**config.mk**
```make
export PLATFORM = sky130hd
export DESIGN_NAME = sh_decode_unit
export DESIGN_NICKNAME = d
export VERILOG_FILES = /design/src/hdl/sh_decode_pkg.sv /design/src/hdl/sh_arith_decoder.sv /design/src/hdl/sh_branch_decoder.sv /design/src/hdl/sh_decode_select.sv /design/src/hdl/sh_decode_unit.sv /design/src/hdl/sh_move_decoder.sv /design/src/hdl/sh_step_sequencer.sv
export VERILOG_INCLUDE_DIRS = /design/src /design/src/include
export SDC_FILE = /design/constraint.sdc
export NUM_CORES = 1
export LEC_CHECK = 0
export BUFFER_PORTS_ARGS = -buffer_cell sky130_fd_sc_hd__clkbuf_2
export CORE_MARGIN = 4
export CORE_UTILIZATION = 56
export DETAILED_ROUTE_END_ITERATION = 6
export PLACE_DENSITY = 0.82
export SYNTH_ARGS = -nofsm -noshare
export SYNTH_HDL_FRONTEND = slang
export SYNTH_SLANG_ARGS = --single-unit
```
**constraint.sdc**
```tcl
create_clock -name clk -period 5 [get_ports clk]
set_input_delay 1 -clock clk [delete_from_list [all_inputs] [get_ports clk]]
set_output_delay 1 -clock clk [all_outputs]
set_load 0.005 [all_outputs]
```
**src/include/sh_decode_params.svh**
```systemverilog
`ifndef SH_DECODE_PARAMS_SVH
`define SH_DECODE_PARAMS_SVH

// Opcode width
`define SH_IR_W    16

// Register number, bit 4 selects PR
`define SH_REGN_W  5

// Execution step counter width
`define SH_STEP_W  3

// Fixed register numbers
`define SH_REG_R0  5'd0
`define SH_REG_PR  5'd16

`endif
```
**src/hdl/sh_decode_pkg.sv**
```systemverilog
`default_nettype none

`include "sh_decode_params.svh"

package sh_decode_pkg;

	typedef struct packed {
		logic [`SH_REGN_W-1:0] num;
		logic                  re;
		logic                  we;
	} reg_port_t;

	typedef enum logic [2:0] {
		ALU_NOP,
		ALU_ADD,
		ALU_LOG,
		ALU_EXT,
		ALU_SHIFT
	} alu_op_e;

	typedef struct packed {
		logic       sa;	// A from immediate path
		logic       sb;	// B from immediate path
		alu_op_e    op;
		logic [3:0] cd;
		logic [2:0] cmp;
	} alu_ctl_t;

	typedef enum logic [2:0] {
		IMM_ZERO,
		IMM_ONE,
		IMM_ZIMM4,
		IMM_ZIMM8,
		IMM_SIMM8,
		IMM_SIMM12
	} imm_type_e;

	typedef enum logic [1:0] {
		SRC_B_REG,
		SRC_B_PC,
		SRC_B_SR
	} src_b_e;

	typedef struct packed {
		src_b_e rsb;
		logic   rsc;	// C from immediate
		logic   pcm;	// Long PC-relative alignment
	} dp_ctl_t;

	typedef enum logic [1:0] {
		MEM_ALU_RES,
		MEM_ALU_A,
		MEM_ALU_B
	} mem_src_e;

	typedef struct packed {
		mem_src_e   adds;
		mem_src_e   wds;
		logic [1:0] sz;
		logic       r;
		logic       w;
	} mem_ctl_t;

	typedef enum logic [1:0] {
		BR_UCB,
		BR_CB,
		BR_DCB
	} br_type_e;

	typedef struct packed {
		logic     bi;
		br_type_e bt;
		logic     bcv;	// T value that takes the branch
		logic     bsr;
	} br_ctl_t;

	typedef struct packed {
		reg_port_t             ra;
		reg_port_t             rb;
		logic                  r0r;
		dp_ctl_t               dp;
		imm_type_e             immt;
		alu_ctl_t              alu;
		mem_ctl_t              mem;
		logic                  pcw;
		br_ctl_t               br;
		logic                  tw;	// T bit update
		logic [`SH_STEP_W-1:0] lst;
	} dec_instr_t;

	typedef struct packed {
		logic       hit;
		dec_instr_t deci;
	} dec_result_t;

	localparam dec_instr_t DECI_RESET = '{
		ra:   '{num: '0, re: 1'b0, we: 1'b0},
		rb:   '{num: '0, re: 1'b0, we: 1'b0},
		r0r:  1'b0,
		dp:   '{rsb: SRC_B_REG, rsc: 1'b0, pcm: 1'b0},
		immt: IMM_ZERO,
		alu:  '{sa: 1'b0, sb: 1'b0, op: ALU_NOP, cd: 4'b0000, cmp: 3'b000},
		mem:  '{adds: MEM_ALU_RES, wds: MEM_ALU_RES, sz: 2'b00, r: 1'b0, w: 1'b0},
		pcw:  1'b0,
		br:   '{bi: 1'b0, bt: BR_UCB, bcv: 1'b0, bsr: 1'b0},
		tw:   1'b0,
		lst:  '0
	};

	function automatic reg_port_t reg_port(
		input logic [`SH_REGN_W-1:0] num,
		input logic                  re,
		input logic                  we
	);
		return '{num: num, re: re, we: we};
	endfunction

	function automatic alu_ctl_t alu_ctl(
		input logic       sa,
		input logic       sb,
		input alu_op_e    op,
		input logic [3:0] cd,
		input logic [2:0] cmp
	);
		return '{sa: sa, sb: sb, op: op, cd: cd, cmp: cmp};
	endfunction

	function automatic mem_ctl_t mem_ctl(
		input mem_src_e   adds,
		input mem_src_e   wds,
		input logic [1:0] sz,
		input logic       r,
		input logic       w
	);
		return '{adds: adds, wds: wds, sz: sz, r: r, w: w};
	endfunction

endpackage

`default_nettype wire

```
**src/hdl/sh_arith_decoder.sv**
```systemverilog
`timescale 1ns/10ps
`default_nettype none

`include "sh_decode_params.svh"

module sh_arith_decoder import sh_decode_pkg::*; (
	input  logic [`SH_IR_W-1:0]   ir,
	input  logic [`SH_STEP_W-1:0] step,
	output dec_result_t           res
);

	logic [`SH_REGN_W-1:0] ran;
	logic [`SH_REGN_W-1:0] rbn;
	logic                  hit;
	dec_instr_t            d;

	assign ran = {1'b0, ir[11:8]};
	assign rbn = {1'b0, ir[7:4]};

	always_comb begin
		hit = 1'b1;
		d = DECI_RESET;
		case (ir[15:12])
			4'b0000: begin
				case (ir[3:0])
					4'b1000: begin	// CLRT, SETT
						hit = (ir[11:5] == 7'd0);
						d.dp.rsc = 1'b1;
						d.immt = ir[4] ? IMM_ONE : IMM_ZERO;
						d.alu = alu_ctl(1'b0, 1'b1, ALU_NOP, 4'b0000, 3'b000);
						d.tw = 1'b1;
					end
					4'b1001: begin
						case (ir[7:4])
							4'b0000: ;	// NOP
							4'b0010: begin	// MOVT Rn
								d.ra = reg_port(ran, 1'b0, 1'b1);
								d.dp = '{rsb: SRC_B_SR, rsc: 1'b1, pcm: 1'b0};
								d.immt = IMM_ONE;
								d.alu = alu_ctl(1'b0, 1'b1, ALU_LOG, 4'b0000, 3'b000);
							end
							default: hit = 1'b0;
						endcase
					end
					default: hit = 1'b0;
				endcase
			end
			4'b0010: begin
				d.ra = reg_port(ran, 1'b1, 1'b1);
				d.rb = reg_port(rbn, 1'b1, 1'b0);
				case (ir[3:0])
					4'b1000: begin	// TST
						d.ra.we = 1'b0;
						d.alu = alu_ctl(1'b0, 1'b0, ALU_LOG, 4'b0000, 3'b000);
						d.tw = 1'b1;
					end
					4'b1001: d.alu = alu_ctl(1'b0, 1'b0, ALU_LOG, 4'b0000, 3'b000);	// AND
					4'b1010: d.alu = alu_ctl(1'b0, 1'b0, ALU_LOG, 4'b0010, 3'b000);	// XOR
					4'b1011: d.alu = alu_ctl(1'b0, 1'b0, ALU_LOG, 4'b0100, 3'b000);	// OR
					4'b1100: begin	// CMP/STR
						d.ra.we = 1'b0;
						d.alu = alu_ctl(1'b0, 1'b0, ALU_LOG, 4'b0010, 3'b000);
						d.tw = 1'b1;
					end
					4'b1101: d.alu = alu_ctl(1'b0, 1'b0, ALU_EXT, 4'b0010, 3'b000);	// XTRCT
					default: hit = 1'b0;
				endcase
			end
			4'b0011: begin
				d.ra = reg_port(ran, 1'b1, 1'b0);
				d.rb = reg_port(rbn, 1'b1, 1'b0);
				case (ir[3:0])
					4'b0000, 4'b0010, 4'b0011, 4'b0110, 4'b0111: begin	// CMP/xx Rm,Rn
						d.alu = alu_ctl(1'b0, 1'b0, ALU_ADD, 4'b0101, ir[2:0]);
						d.tw = 1'b1;
					end
					4'b1000, 4'b1010, 4'b1011,	// SUB, SUBC, SUBV
					4'b1100, 4'b1110, 4'b1111: begin	// ADD, ADDC, ADDV
						d.ra.we = 1'b1;
						d.alu = alu_ctl(1'b0, 1'b0, ALU_ADD,
							{ir[1:0], ir[1] & ~ir[0], ~ir[2]}, 3'b000);
						d.tw = |ir[1:0];
					end
					default: hit = 1'b0;
				endcase
			end
			4'b0100: begin
				d.ra = reg_port(ran, 1'b1, 1'b1);
				case (ir[7:0])
					8'h00, 8'h01, 8'h04, 8'h05, 8'h20, 8'h21, 8'h24, 8'h25: begin
						d.alu = alu_ctl(1'b0, 1'b0, ALU_SHIFT,
							{1'b0, ir[2], ir[5], ir[0]}, 3'b000);
						d.tw = 1'b1;	// Shifted-out bit
					end
					8'h08, 8'h09, 8'h18, 8'h19, 8'h28, 8'h29:	// SHLL/SHLR by 2, 8, 16
						d.alu = alu_ctl(1'b0, 1'b0, ALU_SHIFT,
							{1'b1, ir[5], ir[4], ir[0]}, 3'b000);
					8'h10: begin	// DT
						d.dp.rsc = 1'b1;
						d.immt = IMM_ONE;
						d.alu = alu_ctl(1'b0, 1'b1, ALU_ADD, 4'b0101, 3'b000);
						d.tw = 1'b1;
					end
					8'h11, 8'h15: begin	// CMP/PZ, CMP/PL
						d.ra.we = 1'b0;
						d.dp.rsc = 1'b1;
						d.alu = alu_ctl(1'b0, 1'b1, ALU_ADD, 4'b0101, {ir[2], 2'b11});
						d.tw = 1'b1;
					end
					default: hit = 1'b0;
				endcase
			end
			4'b0110: begin
				d.ra = reg_port(ran, 1'b0, 1'b1);
				d.rb = reg_port(rbn, 1'b1, 1'b0);
				case (ir[3:0])
					4'b0111: begin	// NOT
						d.dp.rsc = 1'b1;
						d.alu = alu_ctl(1'b1, 1'b0, ALU_LOG, 4'b0101, 3'b000);
					end
					4'b1000, 4'b1001,	// SWAP
					4'b1100, 4'b1101, 4'b1110, 4'b1111:	// EXTU, EXTS
						d.alu = alu_ctl(1'b0, 1'b0, ALU_EXT, {1'b0, ir[2:0]}, 3'b000);
					4'b1010, 4'b1011: begin	// NEGC, NEG
						d.dp.rsc = 1'b1;
						d.alu = alu_ctl(1'b1, 1'b0, ALU_ADD,
							{~ir[0], 1'b0, ~ir[0], 1'b1}, 3'b000);
						d.tw = ~ir[0];
					end
					default: hit = 1'b0;
				endcase
			end
			4'b0111: begin	// ADD #imm,Rn
				d.ra = reg_port(ran, 1'b1, 1'b1);
				d.dp.rsc = 1'b1;
				d.immt = IMM_SIMM8;
				d.alu = alu_ctl(1'b0, 1'b1, ALU_ADD, 4'b0000, 3'b000);
			end
			4'b1000: begin	// CMP/EQ #imm,R0
				hit = (ir[11:8] == 4'b1000);
				d.ra = reg_port(`SH_REG_R0, 1'b1, 1'b0);
				d.dp.rsc = 1'b1;
				d.immt = IMM_SIMM8;
				d.alu = alu_ctl(1'b0, 1'b1, ALU_ADD, 4'b0101, 3'b000);
				d.tw = 1'b1;
			end
			4'b1100: begin	// TST, AND, XOR, OR #imm,R0
				hit = (ir[11:10] == 2'b10);
				d.ra = reg_port(`SH_REG_R0, 1'b1, |ir[9:8]);
				d.dp.rsc = 1'b1;
				d.immt = IMM_ZIMM8;
				d.alu = alu_ctl(1'b0, 1'b1, ALU_LOG,
					{1'b0, ir[9] & ir[8], ir[9] & ~ir[8], 1'b0}, 3'b000);
				d.tw = ~|ir[9:8];
			end
			4'b1110: begin	// MOV #imm,Rn
				d.ra = reg_port(ran, 1'b0, 1'b1);
				d.dp.rsc = 1'b1;
				d.immt = IMM_SIMM8;
				d.alu = alu_ctl(1'b0, 1'b1, ALU_NOP, 4'b0000, 3'b000);
			end
			default: hit = 1'b0;
		endcase
		if (step != '0) begin
			d = DECI_RESET;	// Single step group
		end
	end

	assign res = '{hit: hit, deci: d};

endmodule

`default_nettype wire

```
**src/hdl/sh_branch_decoder.sv**
```systemverilog
`timescale 1ns/10ps
`default_nettype none

`include "sh_decode_params.svh"

module sh_branch_decoder import sh_decode_pkg::*; (
	input  logic [`SH_IR_W-1:0]   ir,
	input  logic [`SH_STEP_W-1:0] step,
	input  logic                  bc,
	output dec_result_t           res
);

	localparam logic [`SH_STEP_W-1:0] STEP_ONE = {{(`SH_STEP_W-1){1'b0}}, 1'b1};

	logic [`SH_REGN_W-1:0] ran;
	logic                  hit;
	dec_instr_t            d;

	assign ran = {1'b0, ir[11:8]};

	always_comb begin
		hit = 1'b1;
		d = DECI_RESET;
		d.lst = STEP_ONE;
		d.pcw = 1'b1;
		d.dp.rsb = SRC_B_PC;
		d.br = '{bi: 1'b1, bt: BR_UCB, bcv: 1'b0, bsr: 1'b0};
		case (ir[15:12])
			4'b0000: begin
				if (ir[11:0] == 12'h00b) begin	// RTS
					d.rb = reg_port(`SH_REG_PR, 1'b1, 1'b0);
					d.dp.rsb = SRC_B_REG;
				end else begin	// BSRF, BRAF
					hit = (ir[3:0] == 4'b0011) && (ir[7:6] == 2'b00) && !ir[4];
					d.ra = reg_port(ran, 1'b1, 1'b0);
					d.rb = reg_port(`SH_REG_PR, 1'b0, ~ir[5]);
					d.alu = alu_ctl(1'b0, 1'b0, ALU_ADD, 4'b0000, 3'b000);
					d.br.bsr = ~ir[5];
				end
			end
			4'b0100: begin	// JSR, JMP
				hit = (ir[3:0] == 4'b1011) && (ir[7:4] == 4'b0000 || ir[7:4] == 4'b0010);
				d.ra = reg_port(ran, 1'b1, 1'b0);
				d.rb = reg_port(`SH_REG_PR, 1'b0, ~ir[5]);
				d.dp.rsc = 1'b1;
				d.alu = alu_ctl(1'b0, 1'b1, ALU_ADD, 4'b0000, 3'b000);
				d.br.bsr = ~ir[5];
			end
			4'b1000: begin	// BT, BF, BT/S, BF/S
				hit = ir[11] && ir[8];
				d.dp.rsc = 1'b1;
				d.immt = IMM_SIMM8;
				d.alu = alu_ctl(1'b1, 1'b0, ALU_ADD, 4'b0000, 3'b000);
				d.pcw = bc;
				d.br = '{bi: 1'b1, bt: ir[10] ? BR_DCB : BR_CB, bcv: ~ir[9], bsr: 1'b0};
				d.lst = {{(`SH_STEP_W-1){1'b0}}, bc};	// Not taken ends now
			end
			4'b1010, 4'b1011: begin	// BRA, BSR
				d.rb = reg_port(`SH_REG_PR, 1'b0, ir[12]);
				d.dp.rsc = 1'b1;
				d.immt = IMM_SIMM12;
				d.alu = alu_ctl(1'b1, 1'b0, ALU_ADD, 4'b0000, 3'b000);
				d.br.bsr = ir[12];
			end
			default: hit = 1'b0;
		endcase
		if (step != '0) begin
			d = DECI_RESET;	// Idle slot
			d.lst = STEP_ONE;
		end
	end

	assign res = '{hit: hit, deci: d};

endmodule

`default_nettype wire

```
**src/hdl/sh_decode_select.sv**
```systemverilog
`timescale 1ns/10ps
`default_nettype none

`include "sh_decode_params.svh"

module sh_decode_select import sh_decode_pkg::*; (
	input  logic                  clk,
	input  logic                  rst_n,
	input  logic                  ir_valid,
	input  dec_result_t           arith_res,
	input  dec_result_t           move_res,
	input  dec_result_t           branch_res,
	output logic [`SH_STEP_W-1:0] last_step,
	output dec_instr_t            deci,
	output logic                  deci_valid,
	output logic                  illegal
);

	dec_instr_t sel;
	logic       any_hit;

	// Groups never overlap
	always_comb begin
		any_hit = 1'b1;
		if (arith_res.hit) begin
			sel = arith_res.deci;
		end else if (move_res.hit) begin
			sel = move_res.deci;
		end else if (branch_res.hit) begin
			sel = branch_res.deci;
		end else begin
			sel = DECI_RESET;	// Ends in step 0
			any_hit = 1'b0;
		end
	end

	assign last_step = sel.lst;

	always_ff @(posedge clk or negedge rst_n) begin
		if (!rst_n) begin
			deci <= DECI_RESET;
			deci_valid <= 1'b0;
			illegal <= 1'b0;
		end else begin
			deci <= ir_valid ? sel : DECI_RESET;
			deci_valid <= ir_valid;
			illegal <= ir_valid && !any_hit;
		end
	end

endmodule

`default_nettype wire

```
**src/hdl/sh_decode_unit.sv**
```systemverilog
`timescale 1ns/10ps
`default_nettype none

`include "sh_decode_params.svh"

module sh_decode_unit import sh_decode_pkg::*; (
	input  logic                  clk,
	input  logic                  rst_n,
	input  logic [`SH_IR_W-1:0]   ir,
	input  logic                  ir_valid,
	input  logic                  bc,
	output dec_instr_t            deci,
	output logic                  deci_valid,
	output logic                  illegal,
	output logic [`SH_STEP_W-1:0] step,
	output logic                  ir_done
);

	dec_result_t           arith_res;
	dec_result_t           move_res;
	dec_result_t           branch_res;
	logic [`SH_STEP_W-1:0] last_step;

	sh_step_sequencer sh_step_sequencer_i (
		.clk       (clk),
		.rst_n     (rst_n),
		.ir_valid  (ir_valid),
		.last_step (last_step),
		.step      (step),
		.ir_done   (ir_done)
	);

	sh_arith_decoder sh_arith_decoder_i (
		.ir   (ir),
		.step (step),
		.res  (arith_res)
	);

	sh_move_decoder sh_move_decoder_i (
		.ir   (ir),
		.step (step),
		.res  (move_res)
	);

	sh_branch_decoder sh_branch_decoder_i (
		.ir   (ir),
		.step (step),
		.bc   (bc),
		.res  (branch_res)
	);

	sh_decode_select sh_decode_select_i (
		.clk        (clk),
		.rst_n      (rst_n),
		.ir_valid   (ir_valid),
		.arith_res  (arith_res),
		.move_res   (move_res),
		.branch_res (branch_res),
		.last_step  (last_step),
		.deci       (deci),
		.deci_valid (deci_valid),
		.illegal    (illegal)
	);

endmodule

`default_nettype wire

```
**src/hdl/sh_move_decoder.sv**
```systemverilog
`timescale 1ns/10ps
`default_nettype none

`include "sh_decode_params.svh"

module sh_move_decoder import sh_decode_pkg::*; (
	input  logic [`SH_IR_W-1:0]   ir,
	input  logic [`SH_STEP_W-1:0] step,
	output dec_result_t           res
);

	logic [`SH_REGN_W-1:0] ran;
	logic [`SH_REGN_W-1:0] rbn;
	logic                  hit;
	dec_instr_t            d;

	assign ran = {1'b0, ir[11:8]};
	assign rbn = {1'b0, ir[7:4]};

	always_comb begin
		hit = 1'b1;
		d = DECI_RESET;
		case (ir[15:12])
			4'b0000: begin
				d.rb = reg_port(rbn, 1'b1, 1'b0);
				case (ir[3:0])
					4'b0100, 4'b0101, 4'b0110: begin	// MOV.x Rm,@(R0,Rn)
						d.ra = reg_port(ran, 1'b1, 1'b0);
						d.r0r = 1'b1;
						d.alu = alu_ctl(1'b0, 1'b1, ALU_ADD, 4'b0000, 3'b000);
						d.mem = mem_ctl(MEM_ALU_RES, MEM_ALU_B, ir[1:0], 1'b0, 1'b1);
					end
					4'b1100, 4'b1101, 4'b1110: begin	// MOV.x @(R0,Rm),Rn
						d.ra = reg_port(ran, 1'b0, 1'b1);
						d.r0r = 1'b1;
						d.alu = alu_ctl(1'b1, 1'b0, ALU_ADD, 4'b0000, 3'b000);
						d.mem = mem_ctl(MEM_ALU_RES, MEM_ALU_B, ir[1:0], 1'b1, 1'b0);
					end
					4'b1010: begin	// STS PR,Rn
						hit = (ir[7:4] == 4'b0010);
						d.ra = reg_port(ran, 1'b0, 1'b1);
						d.rb = reg_port(`SH_REG_PR, 1'b1, 1'b0);
					end
					default: hit = 1'b0;
				endcase
			end
			4'b0001, 4'b0010: begin	// Stores through Rn
				hit = ir[12] || (!ir[3] && ir[1:0] != 2'b11);
				d.ra = reg_port(ran, 1'b1, !ir[12] && ir[2]);	// Pre-decrement writes back
				d.rb = reg_port(rbn, 1'b1, 1'b0);
				d.dp.rsc = 1'b1;
				d.immt = ir[12] ? IMM_ZIMM4 : (ir[2] ? IMM_ONE : IMM_ZERO);
				d.alu = alu_ctl(1'b0, 1'b1, ALU_ADD, {3'b000, !ir[12] && ir[2]}, 3'b000);
				d.mem = mem_ctl(MEM_ALU_RES, MEM_ALU_B, ir[12] ? 2'b10 : ir[1:0], 1'b0, 1'b1);
			end
			4'b0100: begin
				d.dp.rsc = 1'b1;
				d.immt = IMM_ONE;
				case (ir[7:0])
					8'h22: begin	// STS.L PR,@-Rn
						d.ra = reg_port(ran, 1'b1, 1'b1);
						d.rb = reg_port(`SH_REG_PR, 1'b1, 1'b0);
						d.alu = alu_ctl(1'b0, 1'b1, ALU_ADD, 4'b0001, 3'b000);
						d.mem = mem_ctl(MEM_ALU_RES, MEM_ALU_B, 2'b10, 1'b0, 1'b1);
					end
					8'h26: begin	// LDS.L @Rm+,PR
						d.ra = reg_port(`SH_REG_PR, 1'b0, 1'b1);
						d.rb = reg_port(ran, 1'b1, 1'b1);
						d.alu = alu_ctl(1'b1, 1'b0, ALU_ADD, 4'b0000, 3'b000);
						d.mem = mem_ctl(MEM_ALU_B, MEM_ALU_B, 2'b10, 1'b1, 1'b0);
					end
					8'h2a: begin	// LDS Rm,PR
						d.ra = reg_port(ran, 1'b1, 1'b0);
						d.rb = reg_port(`SH_REG_PR, 1'b0, 1'b1);
						d.immt = IMM_ZERO;
						d.alu = alu_ctl(1'b0, 1'b1, ALU_ADD, 4'b0000, 3'b000);
					end
					default: hit = 1'b0;
				endcase
			end
			4'b0101, 4'b0110: begin	// Loads through Rm, MOV Rm,Rn
				hit = ir[12] || (!ir[3] && ir[1:0] != 2'b11) || ir[3:0] == 4'b0011;
				d.ra = reg_port(ran, 1'b0, 1'b1);
				d.rb = reg_port(rbn, 1'b1, !ir[12] && ir[2]);	// Post-increment writes back
				d.dp.rsc = 1'b1;
				d.immt = ir[12] ? IMM_ZIMM4 : (ir[2] ? IMM_ONE : IMM_ZERO);
				d.alu = alu_ctl(1'b1, 1'b0, ALU_ADD, 4'b0000, 3'b000);
				d.mem = mem_ctl((!ir[12] && ir[2]) ? MEM_ALU_B : MEM_ALU_RES, MEM_ALU_B,
					ir[12] ? 2'b10 : ir[1:0], ir[12] || ir[1:0] != 2'b11, 1'b0);
			end
			4'b1000: begin	// MOV.B/W R0 with displacement
				hit = (ir[11] == 1'b0) && (ir[9] == 1'b0);
				d.ra = reg_port(`SH_REG_R0, !ir[10], ir[10]);
				d.rb = reg_port(rbn, 1'b1, 1'b0);
				d.dp.rsc = 1'b1;
				d.immt = IMM_ZIMM4;
				d.alu = alu_ctl(1'b1, 1'b0, ALU_ADD, 4'b0000, 3'b000);
				d.mem = mem_ctl(MEM_ALU_RES, MEM_ALU_A, ir[9:8], ir[10], !ir[10]);
			end
			4'b1001, 4'b1101, 4'b1100: begin	// PC-relative loads, MOVA
				hit = (ir[15:12] != 4'b1100) || (ir[11:8] == 4'b0111);
				d.ra = reg_port(ir[14] && !ir[12] ? `SH_REG_R0 : ran, 1'b0, 1'b1);
				d.dp = '{rsb: SRC_B_PC, rsc: 1'b1, pcm: ir[14]};
				d.immt = IMM_ZIMM8;
				d.alu = alu_ctl(1'b1, 1'b0, ALU_ADD, 4'b0000, 3'b000);
				d.mem = mem_ctl(MEM_ALU_RES, MEM_ALU_A, {ir[14], ~ir[14]}, ir[12], 1'b0);
			end
			default: hit = 1'b0;
		endcase
		if (step != '0) begin
			d = DECI_RESET;	// Single step group
		end
	end

	assign res = '{hit: hit, deci: d};

endmodule

`default_nettype wire

```
**src/hdl/sh_step_sequencer.sv**
```systemverilog
`timescale 1ns/10ps
`default_nettype none

`include "sh_decode_params.svh"

module sh_step_sequencer (
	input  logic                  clk,
	input  logic                  rst_n,
	input  logic                  ir_valid,
	input  logic [`SH_STEP_W-1:0] last_step,
	output logic [`SH_STEP_W-1:0] step,
	output logic                  ir_done
);

	assign ir_done = ir_valid && (step == last_step);

	always_ff @(posedge clk or negedge rst_n) begin
		if (!rst_n) begin
			step <= '0;
		end else if (!ir_valid || ir_done) begin
			step <= '0;	// Ready for next instruction
		end else begin
			step <= step + 1'b1;
		end
	end

endmodule

`default_nettype wire

```
==> qor.txt <==
Initial DRC Count -> 914
post-route setup slack -> 0.9604 ns
Hold Path End -> sh_step_sequencer_i.step[0]
failing checks -> DRC
Psw -> 0.3075 mW
CTS resizes -> 0
Post-Synthesis Cells -> 439
CP max FO -> 8
number of setup buffers added after CTS -> 0
Area contributors post-synth -> dfrtp_1, a21oi_1, nor2_1
Comb power frac -> 21.7%
final period utilization -> 80.79%
final HPWL from detailed placement -> 8957 um
min-delay src -> sh_step_sequencer_i.step[0]
Port Buf Inserts -> 74
Startpoint Class -> input port
Root Buffer -> clkbuf_8
Hold Fails Final Rpt -> 0
pre-CTS WS -> 1.014 ns
r2r worst-path depth -> 7
Slew Viols, Final -> 0
switch share -> 31.52%
min-delay worst type -> reg2reg
CTS H-tree lvls -> 2
starting density of the core -> 57.60%
CP top delay family -> simple AND/OR/NAND/NOR gates
Max clock buf depth -> 2
fmax -> 0.2476 GHz
VDD IR max -> 0.1564 mV
r2r setup slk -> 2.14 ns
top cell type's share of synthesized area -> 36.95%
Top Layer Used -> met4
Power Density -> 235.0 nW/um^2
Critical Path RT -> 4.00 ns
routed wl met2 -> 5173 um
post-route DRC violation count -> 2
leakage power -> 1.872 nW
Ports -> 78
Synth Cell Area -> 3657 um^2
global-route wire length before repair -> 19580 um
vias in the first global route -> 3577
relative slew slack -> 35.37%
max_cap viols -> 0
vias per inst -> 6.991
gr ovfl total -> 0
Post-Layout Cell Count -> 572
R2R Path Start -> sh_step_sequencer_i.step[0]
internal power -> 0.6682 mW
post-layout util -> 65.38%
die area -> 7888 um^2
setup_tns -> 0 ns
Tot Pwr -> 0.9757 mW
minimum clock period -> 4.040 ns
Die Width -> 88.82 um
CTS Hold Buffers Added -> 0
TritonCTS buffer count -> 5
Worst Hold Path Cells -> 1
GP Congestion -> 1.091
Critical Path, Cell by Cell -> clkbuf_2 -> or4b_1 -> nor3_1 -> a21oi_1 -> a21o_2 -> xnor2_1 -> and3_1 -> clkbuf_2
status -> complete, but fails checks
# setup viols final -> 0
Slew @ Worst Pin -> 0.9606 ns
Clock Power Share -> 31.9%
Clock Latency Late Sink -> 0.32 ns
critical path type -> in2out
clk sinks -> 54
reg2reg end -> sh_decode_select_i.deci[41]
yosys warns -> 0
share of cells above drive strength 1 -> 22.83%
RSZ-0062 raised after global routing -> no
GRT Total Usage -> 32.63%
met3 WL -> 1698 um
cell taking the most area after synthesis -> dfrtp_1
TritonRoute pass-1 iters -> 7
sequential share of power -> 46.4%
total number of vias -> 3999
total wire length -> 12640 um
buffers plus inverters on the worst setup path -> 2
Worst Skew -> 0.004572 ns
Synth Area per Inst -> 8.331 um^2
Synth cell types -> 75
CP peak stage delay -> 0.67 ns
number of flops mapped to enable cells by yosys -> 0
TritonCTS clock tree -> done
Synth top cells by count -> dfrtp_1, nor2_1, nand2_1
ys async rst share -> 100.0%
synthesized flop and latch total -> 54
Final ANT Viol Nets -> 0
DR WL/cell -> 22.09 um
register area share after synthesis -> 36.95%
initial antenna violation count -> 0
Clock transition at path regs -> 0.10 ns
largest net degree at the start of global routing -> 55
Die Span Y -> 88.82 um
crit end category -> primary output
Top FF cell, synth -> dfrtp_1
M1 WL -> 4946 um
most frequent cell after synthesis -> dfrtp_1
Crit-path slowest cell -> or4b_1
Antenna Cells -> 0
# nets final -> 516
CP arrival -> 3.04 ns
cell mode on critical path -> clkbuf_2
row cnt -> 29
Area Overhead vs Synth -> 13.51%
area of the core -> 6350 um^2
number of instances in the placed design -> 564
==> flip-flops by register name, indices dropped and copies added (netlist names) <==
name and cells:
sh_decode_select_i.deci 49, sh_step_sequencer_i.step 3, sh_decode_select_i.deci_valid 1, sh_decode_select_i.illegal 1
==> worst reg2reg max path, stage by stage, from the launching register on <==
cell      delay, ns
dfrtp_1        0.42
inv_1          0.10
ha_1           0.16
nor2b_1        0.55
nand2_1        0.37
a211o_1        0.36
a211oi_1       0.59
a22o_2         0.26
==> metal layers <==
metal,vias up,GRT usage [%]
met3,82,8.752
met1,1805,47.74
li1,1740,-
met4,0,17.45
met5,-,0
met2,372,43.18
==> kinds of logic (layout without fill, tap and decap cells) <==
logic type | after synthesis | after routing | synth area share (%)
other | 1 | 3 | 0.1025
flip-flops | 54 | 54 | 36.95
buffers and inverters | 56 | 110 | 7.082
AND/OR/NAND/NOR | 180 | 180 | 26.99
AO/OA/AOI/OAI | 141 | 141 | 26.96
XOR/XNOR | 4 | 4 | 0.9581
adder cells (fa/ha/maj) | 3 | 3 | 0.9578
==> cell type report <==
cell class | count | area (um^2)
timing repair buffer | 89 | 483.0
sequential | 54 | 1351
clock buffer | 5 | 68.82
multi-input combinational | 331 | 2054
inverter | 13 | 48.80
tap | 77 | 96.34
fill | 534 | 2198
clock inverter | 3 | 48.80
==> cell usage in the layout (no fill, tap or decap), types with 9 or more instances in the layout <==
master / count
nor2_1: 41
a31oi_1: 9
a211oi_1: 10
a21oi_1: 34
clkbuf_2: 74
nor3_1: 18
inv_1: 12
dfrtp_1: 54
buf_4: 15
nand2_1: 39
nand3_1: 15
nor2b_1: 10
o21ai_0: 19
==> metrics by stage <==
step                      cell area, um^2  hold slack, ns
after floorplan                      3665          0.4754
after global placement               4034          0.4919
after detailed placement             4034          0.4964
after CTS                            4151          0.5108
after global routing                 4151          0.5510
final                                4151          0.5091
==> power by group through the flow <==
stage	logic [mW]	clock network, mW	registers, mW
detailed placement	0.201	0	0.461
CTS	0.202	0.314	0.453
finish	0.211	0.312	0.453
global route	0.226	0.333	0.454
floorplan	0.127	0	0.463
global placement	0.201	0	0.461
==> worst max-delay path by stage <==
stage                 from      end  slack (ns)  depth (start not counted)
floorplan            ir[9]  ir_done        1.42                          7
global placement    ir[13]  ir_done        1.10                          8
detailed placement  ir[13]  ir_done        1.01                          8
CTS                 ir[13]  ir_done        1.01                          8
global route        ir[15]  ir_done        0.87                          9
finish              ir[13]  ir_done        0.96                          8
Note: power is estimated with default switching activity, not from simulation.
